$ cat src/hw/alu_pkg.sv
`default_nettype none

package alu_pkg;

	//////////////////////////////////////////////////
	// Widths
	//////////////////////////////////////////////////

	localparam int alu_width  = 32;
	// Shift amount field inside y
	localparam int alu_shamt_w = $clog2(alu_width);

	//////////////////////////////////////////////////
	// Operation codes and unit select
	//////////////////////////////////////////////////

	// Codes 4 and 11 to 15 are reserved and have no entry
	typedef enum logic [3:0] {
		op_and = 4'd0,
		op_or  = 4'd1,
		op_xor = 4'd2,
		op_nor = 4'd3,
		op_add = 4'd5,
		op_sub = 4'd6,
		op_slt = 4'd7,
		op_srl = 4'd8,
		op_sll = 4'd9,
		op_sra = 4'd10
	} alu_op_e;

	typedef enum logic [2:0] {
		unit_logic   = 3'd0,
		unit_arith   = 3'd1,
		unit_compare = 3'd2,
		unit_shift   = 3'd3,
		unit_none    = 3'd4
	} alu_unit_e;

	//////////////////////////////////////////////////
	// Stage payloads
	//////////////////////////////////////////////////

	typedef struct packed {
		logic [alu_width-1:0] x;
		logic [alu_width-1:0] y;
		alu_op_e              op;
	} alu_req_t;

	typedef struct packed {
		logic [alu_width-1:0]   x;
		logic [alu_width-1:0]   y;
		alu_op_e                op;
		alu_unit_e              unit;
		logic                   sub;
		logic [alu_shamt_w-1:0] shamt;
		logic                   shift_over;
		logic                   reserved;
	} alu_dec_t;

	typedef struct packed {
		logic [alu_width-1:0] z;
		alu_unit_e            unit;
		logic                 raw_of;
		logic                 equal;
		logic                 reserved;
	} alu_exe_t;

	typedef struct packed {
		logic [alu_width-1:0] z;
		logic                 of;
		logic                 equal;
		logic                 zero;
	} alu_rsp_t;

endpackage

`default_nettype wire
$ cat src/hw/alu_pipe_top.sv
`default_nettype none

module alu_pipe_top import alu_pkg::*; (
	input  logic     clk,
	input  logic     arst_n,
	input  logic     in_valid,
	output logic     in_ready,
	input  alu_req_t in_req,
	output logic     out_valid,
	input  logic     out_ready,
	output alu_rsp_t out_rsp
);

	alu_dec_t dec_d;
	alu_dec_t dec_q;
	logic     dec_valid;
	logic     dec_ready;

	alu_exe_t exe_d;
	alu_exe_t exe_q;
	logic     exe_valid;
	logic     exe_ready;

	alu_rsp_t rsp_d;

	//////////////////////////////////////////////////
	// Decode
	//////////////////////////////////////////////////

	alu_decode u_decode (
		.req (in_req),
		.dec (dec_d)
	);

	alu_stage_reg #(
		.payload_t (alu_dec_t)
	) u_stage_dec (
		.clk       (clk),
		.arst_n    (arst_n),
		.in_valid  (in_valid),
		.in_ready  (in_ready),
		.in_data   (dec_d),
		.out_valid (dec_valid),
		.out_ready (dec_ready),
		.out_data  (dec_q)
	);

	//////////////////////////////////////////////////
	// Execute
	//////////////////////////////////////////////////

	alu_execute u_execute (
		.dec (dec_q),
		.exe (exe_d)
	);

	alu_stage_reg #(
		.payload_t (alu_exe_t)
	) u_stage_exe (
		.clk       (clk),
		.arst_n    (arst_n),
		.in_valid  (dec_valid),
		.in_ready  (dec_ready),
		.in_data   (exe_d),
		.out_valid (exe_valid),
		.out_ready (exe_ready),
		.out_data  (exe_q)
	);

	//////////////////////////////////////////////////
	// Flags and output register
	//////////////////////////////////////////////////

	alu_flags u_flags (
		.exe (exe_q),
		.rsp (rsp_d)
	);

	alu_stage_reg #(
		.payload_t (alu_rsp_t)
	) u_stage_rsp (
		.clk       (clk),
		.arst_n    (arst_n),
		.in_valid  (exe_valid),
		.in_ready  (exe_ready),
		.in_data   (rsp_d),
		.out_valid (out_valid),
		.out_ready (out_ready),
		.out_data  (out_rsp)
	);

endmodule

`default_nettype wire

$ cat src/hw/alu_flags.sv
`default_nettype none

module alu_flags import alu_pkg::*; (
	input  alu_exe_t exe,
	output alu_rsp_t rsp
);

	logic z_is_zero;

	assign z_is_zero = ~(|exe.z);

	always_comb begin
		rsp.z     = exe.z;
		rsp.equal = exe.equal;

		// Overflow only means something for add and sub
		rsp.of    = exe.raw_of & (exe.unit == unit_arith);

		// Reserved codes give z of 0 but never raise zero
		rsp.zero  = z_is_zero & ~exe.reserved;
	end

endmodule

`default_nettype wire

$ cat src/hw/alu_execute.sv
`default_nettype none

module alu_execute import alu_pkg::*; (
	input  alu_dec_t dec,
	output alu_exe_t exe
);

	logic [alu_width-1:0] logic_z;
	logic [alu_width-1:0] add_y;
	logic [alu_width-1:0] add_z;
	logic                 add_of;
	logic [alu_width-1:0] slt_z;
	logic [alu_width-1:0] srl_z;
	logic [alu_width-1:0] sll_z;
	logic [alu_width-1:0] sra_z;
	logic [alu_width-1:0] shift_z;

	//////////////////////////////////////////////////
	// Logic unit
	//////////////////////////////////////////////////

	always_comb begin
		case (dec.op)
			op_and:  logic_z = dec.x & dec.y;
			op_or:   logic_z = dec.x | dec.y;
			op_xor:  logic_z = dec.x ^ dec.y;
			op_nor:  logic_z = ~(dec.x | dec.y);
			default: logic_z = '0;
		endcase
	end

	//////////////////////////////////////////////////
	// Adder / subtractor
	//////////////////////////////////////////////////

	// x - y as x + ~y + 1
	assign add_y = dec.sub ? ~dec.y : dec.y;
	assign add_z = dec.x + add_y + {{(alu_width-1){1'b0}}, dec.sub};

	// Same-sign addends with a sum of the other sign
	assign add_of = (dec.x[alu_width-1] == add_y[alu_width-1]) &&
	                (add_z[alu_width-1] != dec.x[alu_width-1]);

	//////////////////////////////////////////////////
	// Signed compare
	//////////////////////////////////////////////////

	always_comb begin
		slt_z = '0;
		if ($signed(dec.x) < $signed(dec.y)) begin
			slt_z[0] = 1'b1;
		end
	end

	//////////////////////////////////////////////////
	// Shifter
	//////////////////////////////////////////////////

	always_comb begin
		if (dec.shift_over) begin
			srl_z = '0;
			sll_z = '0;
			// All sign bits once the amount passes the width
			sra_z = {alu_width{dec.x[alu_width-1]}};
		end else begin
			srl_z = dec.x >> dec.shamt;
			sll_z = dec.x << dec.shamt;
			sra_z = $signed(dec.x) >>> dec.shamt;
		end
	end

	always_comb begin
		case (dec.op)
			op_srl:  shift_z = srl_z;
			op_sll:  shift_z = sll_z;
			op_sra:  shift_z = sra_z;
			default: shift_z = '0;
		endcase
	end

	//////////////////////////////////////////////////
	// Result select
	//////////////////////////////////////////////////

	always_comb begin
		case (dec.unit)
			unit_logic:   exe.z = logic_z;
			unit_arith:   exe.z = add_z;
			unit_compare: exe.z = slt_z;
			unit_shift:   exe.z = shift_z;
			default:      exe.z = '0;
		endcase

		exe.unit     = dec.unit;
		exe.raw_of   = add_of;
		// Independent of the operation
		exe.equal    = (dec.x == dec.y);
		exe.reserved = dec.reserved;
	end

endmodule

`default_nettype wire

$ cat src/hw/alu_decode.sv
`default_nettype none

module alu_decode import alu_pkg::*; (
	input  alu_req_t req,
	output alu_dec_t dec
);

	alu_unit_e unit;
	logic      reserved;

	//////////////////////////////////////////////////
	// Unit select
	//////////////////////////////////////////////////

	always_comb begin
		unit     = unit_none;
		reserved = 1'b0;
		case (req.op)
			op_and,
			op_or,
			op_xor,
			op_nor: begin
				unit = unit_logic;
			end
			op_add,
			op_sub: begin
				unit = unit_arith;
			end
			op_slt: begin
				unit = unit_compare;
			end
			op_srl,
			op_sll,
			op_sra: begin
				unit = unit_shift;
			end
			default: begin
				// 4 and 11..15
				unit     = unit_none;
				reserved = 1'b1;
			end
		endcase
	end

	//////////////////////////////////////////////////
	// Decoded payload
	//////////////////////////////////////////////////

	always_comb begin
		dec.x        = req.x;
		dec.y        = req.y;
		dec.op       = req.op;
		dec.unit     = unit;
		dec.reserved = reserved;
		// One adder, subtract flag picks inversion and carry in
		dec.sub      = (req.op == op_sub);

		// 6-bit shift field, amounts of 32 and up flagged
		dec.shamt      = req.y[alu_shamt_w-1:0];
		dec.shift_over = (req.y[alu_shamt_w:0] >= (alu_shamt_w + 1)'(alu_width));
	end

endmodule

`default_nettype wire

$ cat src/hw/alu_stage_reg.sv
`default_nettype none

module alu_stage_reg import alu_pkg::*; #(
	parameter type payload_t = alu_rsp_t
) (
	input  logic     clk,
	input  logic     arst_n,
	input  logic     in_valid,
	output logic     in_ready,
	input  payload_t in_data,
	output logic     out_valid,
	input  logic     out_ready,
	output payload_t out_data
);

	logic     valid_q;
	payload_t data_q;

	// Take new data when empty or when the current item leaves
	assign in_ready = ~valid_q | out_ready;

	always_ff @(posedge clk or negedge arst_n) begin
		if (!arst_n) begin
			valid_q <= 1'b0;
		end else if (in_ready) begin
			valid_q <= in_valid;
		end
	end

	// Payload only
	always_ff @(posedge clk) begin
		if (in_valid && in_ready) begin
			data_q <= in_data;
		end
	end

	assign out_valid = valid_q;
	assign out_data  = data_q;

endmodule

`default_nettype wire

$ cat config.mk
export PLATFORM = sky130hd
export DESIGN_NAME = alu_pipe_top
export DESIGN_NICKNAME = d
export VERILOG_FILES = /design/src/hw/alu_pkg.sv /design/src/hw/alu_pipe_top.sv /design/src/hw/alu_flags.sv /design/src/hw/alu_execute.sv /design/src/hw/alu_decode.sv /design/src/hw/alu_stage_reg.sv
export SDC_FILE = /design/constraint.sdc
export NUM_CORES = 1
export LEC_CHECK = 0
export BUFFER_PORTS_ARGS = -buffer_cell sky130_fd_sc_hd__buf_2
export CAP_MARGIN = 10
export CORE_ASPECT_RATIO = 1.4
export CORE_MARGIN = 2
export CORE_UTILIZATION = 60
export DETAILED_ROUTE_END_ITERATION = 12
export PLACE_DENSITY = 0.84
export SYNTH_ARGS = -nofsm -noshare
export SYNTH_HDL_FRONTEND = slang
export SYNTH_SLANG_ARGS = --single-unit
$ cat constraint.sdc
create_clock -name clk -period 8.2 [get_ports clk]
set_input_delay 2.05 -clock clk [delete_from_list [all_inputs] [get_ports clk]]
set_output_delay 2.05 -clock clk [all_outputs]
set_load 0.02 [all_outputs]
* Word level (Yosys, flattened, before mapping)
Index checks and enable logic that the tools add are counted.
Cells by class: mux-type cells 10, bitwise gates (word level) 15, reduce and logical (&&, ||, !) cells 12, order comparisons 2, equal/unequal tests 22, shift operators 3, $add $sub $neg 2
Operators with widths (number):
- 32-bit one-hot mux with 4 select lines | 2
- 32-bit two-way mux | 4
- 32-bit one-hot mux with 3 select lines | 1
- 32-bit NOT | 2
- 32-bit by 1-bit adder with 32-bit output | 1
- 32-bit adder | 1
- 32-bit bitwise AND | 1
- 32-bit == test | 1
- 32-bit < comparator | 1
- 32-bit OR | 1
- 32-bit OR reduction | 1
- 32-bit by 5-bit << shifter with 32-bit output | 1
- 32-bit by 5-bit right shift with 32-bit output | 1
- 32-bit by 5-bit >>> shifter with 32-bit output | 1
- 32-bit XOR | 1
- 4-bit == test, second input constant | 6
- 4-bit by 2-bit == test with 1-bit output, second input constant | 4
- 4-bit by 3-bit == test with 1-bit output, second input constant | 3
- 3-bit one-hot mux with 4 select lines | 1
- 10-bit OR reduction | 1
- 4-bit by 1-bit == test with 1-bit output, second input constant | 2
- 4-bit logical NOT | 2
- 3-bit by 1-bit == test with 1-bit output, second input constant | 2
- 3-bit by 2-bit == test with 1-bit output, second input constant | 2
- other kinds (12) | 23
Word-level totals: word-level logic and storage cells 86, input bits 72, output and inout port bits 37, register bits 155

* Logic depth before layout (Yosys ltp)
Gate-level depths: netlist (run 1).
word-level depth 6, gate-level depth with buffers 15, gate-level depth less buffers 11

* Hierarchy
A second synthesis (run 1) with hierarchy kept.
Unflattened totals: cell total of the unflattened synthesis 1643, area total of the unflattened synthesis 15508.6 µm²
Modules (own cells, without submodules):
- alu_execute | cells an instance 1345, area an instance 9795.6 µm², instances 1
- alu_stage_reg (u_stage_dec) | cells an instance 83, area an instance 2426.1 µm², instances 1
- alu_stage_reg (u_stage_exe) | cells an instance 42, area an instance 1194.9 µm², instances 1
- alu_stage_reg (u_stage_rsp) | cells an instance 39, area an instance 1104.8 µm², instances 1
- alu_decode | cells an instance 88, area an instance 646.9 µm², instances 1
- alu_flags | cells an instance 46, area an instance 340.3 µm², instances 1

* Worst setup path after synthesis (run 1)
No wires, ideal clock.
kind input -> register, start in out_ready, end reg u_stage_dec.data_q, in the netlist u_stage_dec.out_data[0], enable pin, arrival time 4.099 ns, stages on the path 3, path slack 3.661 ns, setup time 0.440 ns, cell sequence nor2b_1 nand3_1 and2_1
On the way: cells in the longest elaborated chain, start to end 4
Ends and longest elaborated chain:
- start, declared | line alu_pipe_top.sv:10 | input logic out_ready,
- 1-bit OR (3 in a row) | line alu_stage_reg.sv:20 | assign in_ready = ~valid_q | out_ready;
- named net in_ready | line alu_pipe_top.sv:7 | output logic in_ready,
- 1-bit logical AND | line alu_stage_reg.sv:32 | if (in_valid && in_ready) begin
- end signal, assigned | line alu_stage_reg.sv:33 | data_q <= in_data;
- end, declared | line alu_stage_reg.sv:17 | payload_t data_q;
The timed path passes the listed nets, and every way through them passes these cells. A chain may end at the register's enable or synchronous reset.

* Worst setup path in the final report (run 1)
start in out_ready, end out in_ready
On the way: cells in the longest elaborated chain, start to end 3
Ends and longest elaborated chain (line):
- 1-bit OR (3 in a row) | alu_stage_reg.sv:20
- end, declared | alu_pipe_top.sv:7
No other way between the ends.

==> metrics.md, run 1 <==
| Metric | Value |
|---|---|
| Layout Utilization | `between 60 and 70%` |
| Startpoint Class | `primary input` |
| RSZ-0062 raised after global routing | `false` |
| Fmax | `between 200 and 250 MHz` |
| First-pass GRT wire length | `just under 70000 µm` |
| Final period utilization | `56.96%` |
| Cts hold-fix bufs | `0` |
| Clk_lat worst skew | `470 ps` |
| DP Area | `14260 µm²` |
| R2R setup slack | `slightly above 4000 ps` |
| Layout Cells excl Fill | `1795` |
| Synth Area per Inst | `9.546 µm²` |
| Port Buf Inserts | `108` |
| Final GP Congestion | `about 1.0` |
| Final Critical Period | `about 4700 ps` |
| Reg2reg end | `u_stage_exe.out_data[34]$_DFFE_PP_` |
| CTS clk-pin slew, worst paths | `80 ps` |
| Clock skew | `19.84 ps` |
| Worst Tran Pin Value | `1150 ps` |
| P&R area growth vs syn | `9.638%` |
| Nets | `around 1.7k` |
| CTS tree | `done` |
| Library cells used by synthesis | `70` |
| Slew Viols, Final | `0` |
| CP max FO | `3` |
| Most common cell after layout, fill and taps aside | `edfxtp_1` |
| Fin Setup TNS | `0 ps` |
| Chip width | `131.1 µm` |
| Critical path class | `primary input to output port` |
| Mux contribution to synthesized area | `15.39%` |
| Gr ovfl total | `0` |
| Share of flip-flops with an asynchronous set or reset | `approximately 2%` |
| Pleak | `6.222 nW` |
| Worst Setup SP | `out_ready` |
| Via count | `12.02k` |
| Seq cells post-synth | `150` |
| Final WS setup | `3529 ps` |
| Routed len/inst | `24.80 µm` |
| Final design area excluding fillers | `14870 µm²` |
| Max Cap Viol | `0` |
| Mapped Cells | `1421` |
| Initial Utilization | `60.65%` |
| # setup viols final | `0` |
| Post-Syn Nets | `around 1.6k` |
| DP HPWL | `32820 µm` |
| Total clock sinks | `150` |
| Worst setup path end | `in_ready` |
| IO Count | `109` |
| Initial antenna violation count | `0` |
| Die ar. | `23840 µm²` |
| FF-to-FF path depth | `11` |
| Total power | `2.695 mW` |
| DRT Pass-1 Iters | `8` |
| Simple-gate area share of the yosys netlist | `12.31%` |
| Yosys warns | `0` |
| Fillers | `between 1.5k and 2k` |
| Layout cell share with drive strength beyond 1 | `between 10% and 20%` |
| Final hold viol count | `0` |
| Top-area cell type share of the netlist area | `32.54%` |
| Worst-case clock buffer depth | `2` |
| Status | `complete, no violations` |
| Critical path required time | `about 6200 ps` |
| Most frequent cells in the layout | `edfxtp_1 (147), ha_1 (134), nor2_1 (132)` |
| Synth top area cells | `edfxtp_1 (33%), ha_1 (12%), mux4_2 (7.8%), mux2i_1 (6.3%), a21oi_1 (4.5%)` |
| Synth area leader | `edfxtp_1` |
| Die Ht | `approximately 180 µm` |
| Critical R2R Launch | `u_stage_dec.out_data[2]$_DFFE_PP_` |
| Mapped Area | `between 10000 and 15000 µm²` |
| Post-Synth XOR/XNOR Area | `3.745%` |
| Sequential area share after synthesis | `33.09%` |
| # resized after CTS | `0` |
| Ant diodes | `0` |
| Worst slew margin | `23.08%` |
| DR iter-0 viols | `1606` |
| Gr usage total | `38.18%` |
| Worst vdd ir | `0.1556 mV` |
| Vias in the first global route | `11.39k` |
| Antenna viol nets, final | `0` |
| Pwr Density | `181.2 nW/µm²` |
| Largest family of logic cells by synthesized area | `compound AO/OA/AOI/OAI gates` |
| Pre-CTS setup slack | `3532 ps` |
| Largest net degree at the start of global routing | `77` |
| CTS buffer count | `17` |
| # Post-CTS Setup Buffers | `0` |
| Number of flops mapped to enable cells by yosys | `147` |
| H-tree depth | `4` |
| Smallest hold slack | `between 400 and 500 ps` |
| Compound-Gate Fraction of Synth Area | `approximately 17%` |
| Ys flop type | `edfxtp_1` |
| Crit path capture type | `output port` |
| Worst hold path class | `flop to flop` |
| Clock Tree Root | `clkbuf_16` |
| Via/cell ratio | `6.699` |
| DRC viols | `0` |
| Critical path arrival | `2620 ps` |
| Adder-Cell Fraction of Synth Area | `12.51%` |
| WL final | `44520 µm` |
| Num rows | `between 60 and 70` |
| Number of placed instances, taps included | `1763` |
| Core Region | `22370 µm²` |
## routing by layer
layer,wire [µm],share of wire [%],track usage [%],up-vias
met5,0,0,0,-
met4,2350,5.3,18.55,0
met3,4051,9.1,6.600,149
met2,21340,48,62.16,740
met1,16780,38,48.75,5735
li1,-,-,-,5400
## critical path: stages
cell     delay, ps
buf_2          100
nor2b_1        150
nand3_1        130
buf_2          190
## cells by family (layout without fill, tap and decap cells)
kind of cell,Yosys count,in the layout
and+or+nand+nor,362,362
xor gates and xnor gates,58,58
buffers and inverters,191,264
AOI/OAI and AO/OA,377,377
adders and majority gates,135,135
DFF,150,150
muxes,148,148
## area by class of cell
type,instances,area (µm²),area share (%)
flip-flops and latches,150,4489,30.18
clock inverters,14,178.9,1.203
well taps,301,376.6,2.532
repair buffers,128,690.7,4.644
clock buffers,18,429.2,2.886
multi-input cells,1080,8318,55.93
inverters,104,390.4,2.625
## Yosys cell counts (4+ instances only)
master	instances
a21boi_0	6
o21bai_1	12
nand3_1	26
a221o_1	5
nor2b_1	14
o21ai_1	24
o21ai_0	70
nand2_1	92
buf_2	14
nor4_1	19
a211oi_1	14
o22ai_1	11
a221oi_1	6
nand2b_1	11
o221ai_1	19
ha_1	134
a31oi_1	14
o211ai_1	23
mux4_2	47
nand4_1	11
and3_1	4
nor3_1	22
xor2_1	50
inv_1	102
and2_1	8
nor2_1	132
buf_1	6
edfxtp_1	147
mux2_2	13
xnor2_1	8
clkbuf_1	62
or3_1	8
o21a_1	7
a21oi_1	122
a21o_1	9
mux2i_1	86
## worst min path at each step
stage                                       from  slack, ps                           endpoint  cells past startpoint
2_1_floorplan  u_stage_dec.out_data[0]$_DFFE_PP_        400  u_stage_exe.out_data[0]$_DFFE_PP_                      0
3_3_place_gp   u_stage_exe.out_data[1]$_DFFE_PP_        400  u_stage_rsp.out_data[1]$_DFFE_PP_                      0
3_5_place_dp   u_stage_dec.out_data[0]$_DFFE_PP_        410  u_stage_exe.out_data[0]$_DFFE_PP_                      0
4_1_cts        u_stage_exe.out_data[1]$_DFFE_PP_        420  u_stage_rsp.out_data[1]$_DFFE_PP_                      0
5_1_grt        u_stage_dec.out_data[0]$_DFFE_PP_        440  u_stage_exe.out_data[0]$_DFFE_PP_                      0
6_report       u_stage_exe.out_data[1]$_DFFE_PP_        420  u_stage_rsp.out_data[1]$_DFFE_PP_                      0
## flip-flops by register name, summed over array words and instances (netlist names)
name,cells
u_stage_exe.out_valid,1
u_stage_dec.out_data,74
u_stage_dec.out_valid,1
u_stage_rsp.out_data,35
u_stage_exe.out_data,38
u_stage_rsp.out_valid,1
## power breakdown
| part | switching (mW) | leakage (nW) | internal, mW | total [mW] |
|---|---|---|---|---|
| logic | 0.527 | 4.45 | 0.314 | 0.841 |
| registers | 0.0768 | 1.47 | 0.936 | 1.01 |
| clock network | 0.377 | 0.297 | 0.464 | 0.841 |
Note: power is estimated with default switching activity, not from simulation.
==> run 2, diff against run 1 <==
==> constraint.sdc (replaced) <==
create_clock -name clk -period 4.7 [get_ports clk]
set_input_delay 1.175 -clock clk [delete_from_list [all_inputs] [get_ports clk]]
set_output_delay 1.175 -clock clk [all_outputs]
set_load 0.02 [all_outputs]
==> metrics.md, run 2 (same netlist as run 1, synthesis figures left out) <==
| Metric | Value |
|---|---|
| WL final | `45300 µm` |
| Clock skew | `13.69 ps` |
| DRC viols | `0` |
| CP max FO | `20` |
| R2R setup slack | `between 600 and 700 ps` |
| Core Region | `22370 µm²` |
| Initial Utilization | `60.65%` |
| P&R area growth vs syn | `10.25%` |
| Most common cell after layout, fill and taps aside | `edfxtp_1` |
| Clock Tree Root | `clkbuf_16` |
| Ant diodes | `0` |
| Pwr Density | `307.7 nW/µm²` |
| Chip width | `~130 µm` |
| Max Cap Viol | `0` |
| Num rows | `65` |
| Most frequent cells in the layout | `edfxtp_1 (147), ha_1 (134), nor2_1 (132)` |
| Critical path class | `flop to flop` |
| DR iter-0 viols | `1717` |
| Pleak | `around 6.3 nW` |
| Gr usage total | `39.27%` |
| DP HPWL | `34230 µm` |
| H-tree depth | `4` |
| Via/cell ratio | `6.690` |
| CTS buffer count | `17` |
| Status | `complete, no violations` |
| Final period utilization | `86.87%` |
| Worst slew margin | `28.86%` |
| Final GP Congestion | `1.104` |
| Worst vdd ir | `0.2788 mV` |
| Die Ht | `181.9 µm` |
| # Post-CTS Setup Buffers | `0` |
| Cts hold-fix bufs | `0` |
| Largest net degree at the start of global routing | `82` |
| Die ar. | `23840 µm²` |
| DRT Pass-1 Iters | `6` |
| Slew Viols, Final | `0` |
| CTS clk-pin slew, worst paths | `approximately 80 ps` |
| IO Count | `109` |
| Max reg flops | `74` |
| Final Critical Period | `approximately 4100 ps` |
| Antenna viol nets, final | `0` |
| Routed len/inst | `between 20 and 30 µm` |
| Clk_lat worst skew | `450 ps` |
| Nets | `~1.7k` |
| Fin Setup TNS | `0 ps` |
| Startpoint Class | `flop` |
| Critical path required time | `approximately 4900 ps` |
| Final hold viol count | `0` |
| # setup viols final | `0` |
| Worst hold path class | `flop to flop` |
| Critical path arrival | `approximately 4300 ps` |
| CTS tree | `done` |
| # resized after CTS | `0` |
| Worst-case clock buffer depth | `2` |
| RSZ-0062 raised after global routing | `false` |
| Layout Cells excl Fill | `1809` |
| Initial antenna violation count | `0` |
| Number of placed instances, taps included | `between 1.5k and 2k` |
| Vias in the first global route | `11.78k` |
| Total clock sinks | `150` |
| Crit path capture type | `flop` |
| Fmax | `244.9 MHz` |
| First-pass GRT wire length | `69200 µm` |
| Gr ovfl total | `0` |
| Worst Tran Pin Value | `1067 ps` |
| Layout cell share with drive strength beyond 1 | `15.92%` |
| Via count | `12.10k` |
| Port Buf Inserts | `between 100 and 150` |
==> run 2: cell count changes in the layout (fill, tap and decap cells not counted), sizes merged <==
cell,before,now
buf,128,142
bufinv,2,0
clkinvlp,1,2
inv,113,114
==> run 2: cell type report <==
| cell class | instances | area, µm² |
|---|---|---|
| sequential | 150 | 4489 |
| clock buffer | 18 | 429.2 |
| fill | 1739 | 7410 |
| inverter | 104 | 390.4 |
| tap | 301 | 376.6 |
| timing repair buffer | 142 | 820.8 |
| clock inverter | 14 | 131.4 |
| multi-input combinational | 1080 | 8318 |
==> run 2: metal layers <==
metal  routed length [µm]  vias to the layer above  track usage (%)  part of all wire, %
met1                16710                     5754            49.46                   37
met4                 3082                        0            22.00                  6.8
li1                     -                     5421                -                    -
met2                20850                      751            61.26                   46
met5                    0                        -                0                    0
met3                 4649                      176            9.635                   10
==> run 2: final timing paths <==
kind                       cells past startpoint                            endpoint                         startpoint
max                                           10  u_stage_exe.out_data[34]$_DFFE_PP_  u_stage_dec.out_data[7]$_DFFE_PP_
min                                            0   u_stage_exe.out_data[0]$_DFFE_PP_  u_stage_dec.out_data[0]$_DFFE_PP_
max reg2reg                                   10  u_stage_exe.out_data[34]$_DFFE_PP_  u_stage_dec.out_data[7]$_DFFE_PP_
min reg2reg                                    0   u_stage_exe.out_data[0]$_DFFE_PP_  u_stage_dec.out_data[0]$_DFFE_PP_
max in group asynchronous                      1   u_stage_exe.out_valid$_DFFE_PN0P_                             arst_n
min in group asynchronous                      1   u_stage_dec.out_valid$_DFFE_PN0N_                             arst_n
==> run 2: critical path: stages, from the launching register on <==
cell	delay (ps)
edfxtp_1	1050
mux2i_1	310
fa_1	510
nor2b_1	140
o21ai_1	80
a21boi_0	190
o21ai_1	160
a2111oi_1	750
o31ai_1	210
o21ai_0	270
nand4_1	130
==> run 2: report_power, final <==
| part | switching (mW) | leakage, nW | internal [mW] |
|---|---|---|---|
| combinational | 0.921 | 4.53 | 0.554 |
| sequential | 0.143 | 1.47 | 1.63 |
| clock | 0.648 | 0.273 | 0.702 |
| total | 1.71 | 6.27 | 2.89 |
==> run 2: stage by stage <==
step	instance area, µm²	setup WS, ps	total power, mW	hold WS, ps	utilization [%]
2_1_floorplan	13570	1036	2.757	400.3	-
3_3_place_gp	14400	862.4	3.196	401.1	64.36
3_5_place_dp	14400	732.4	3.222	423.6	64.36
4_1_cts	14960	716.9	4.556	434.9	66.87
5_1_grt	14960	358.2	4.794	431.4	66.87
6_report	14960	617.0	4.601	435.7	66.87
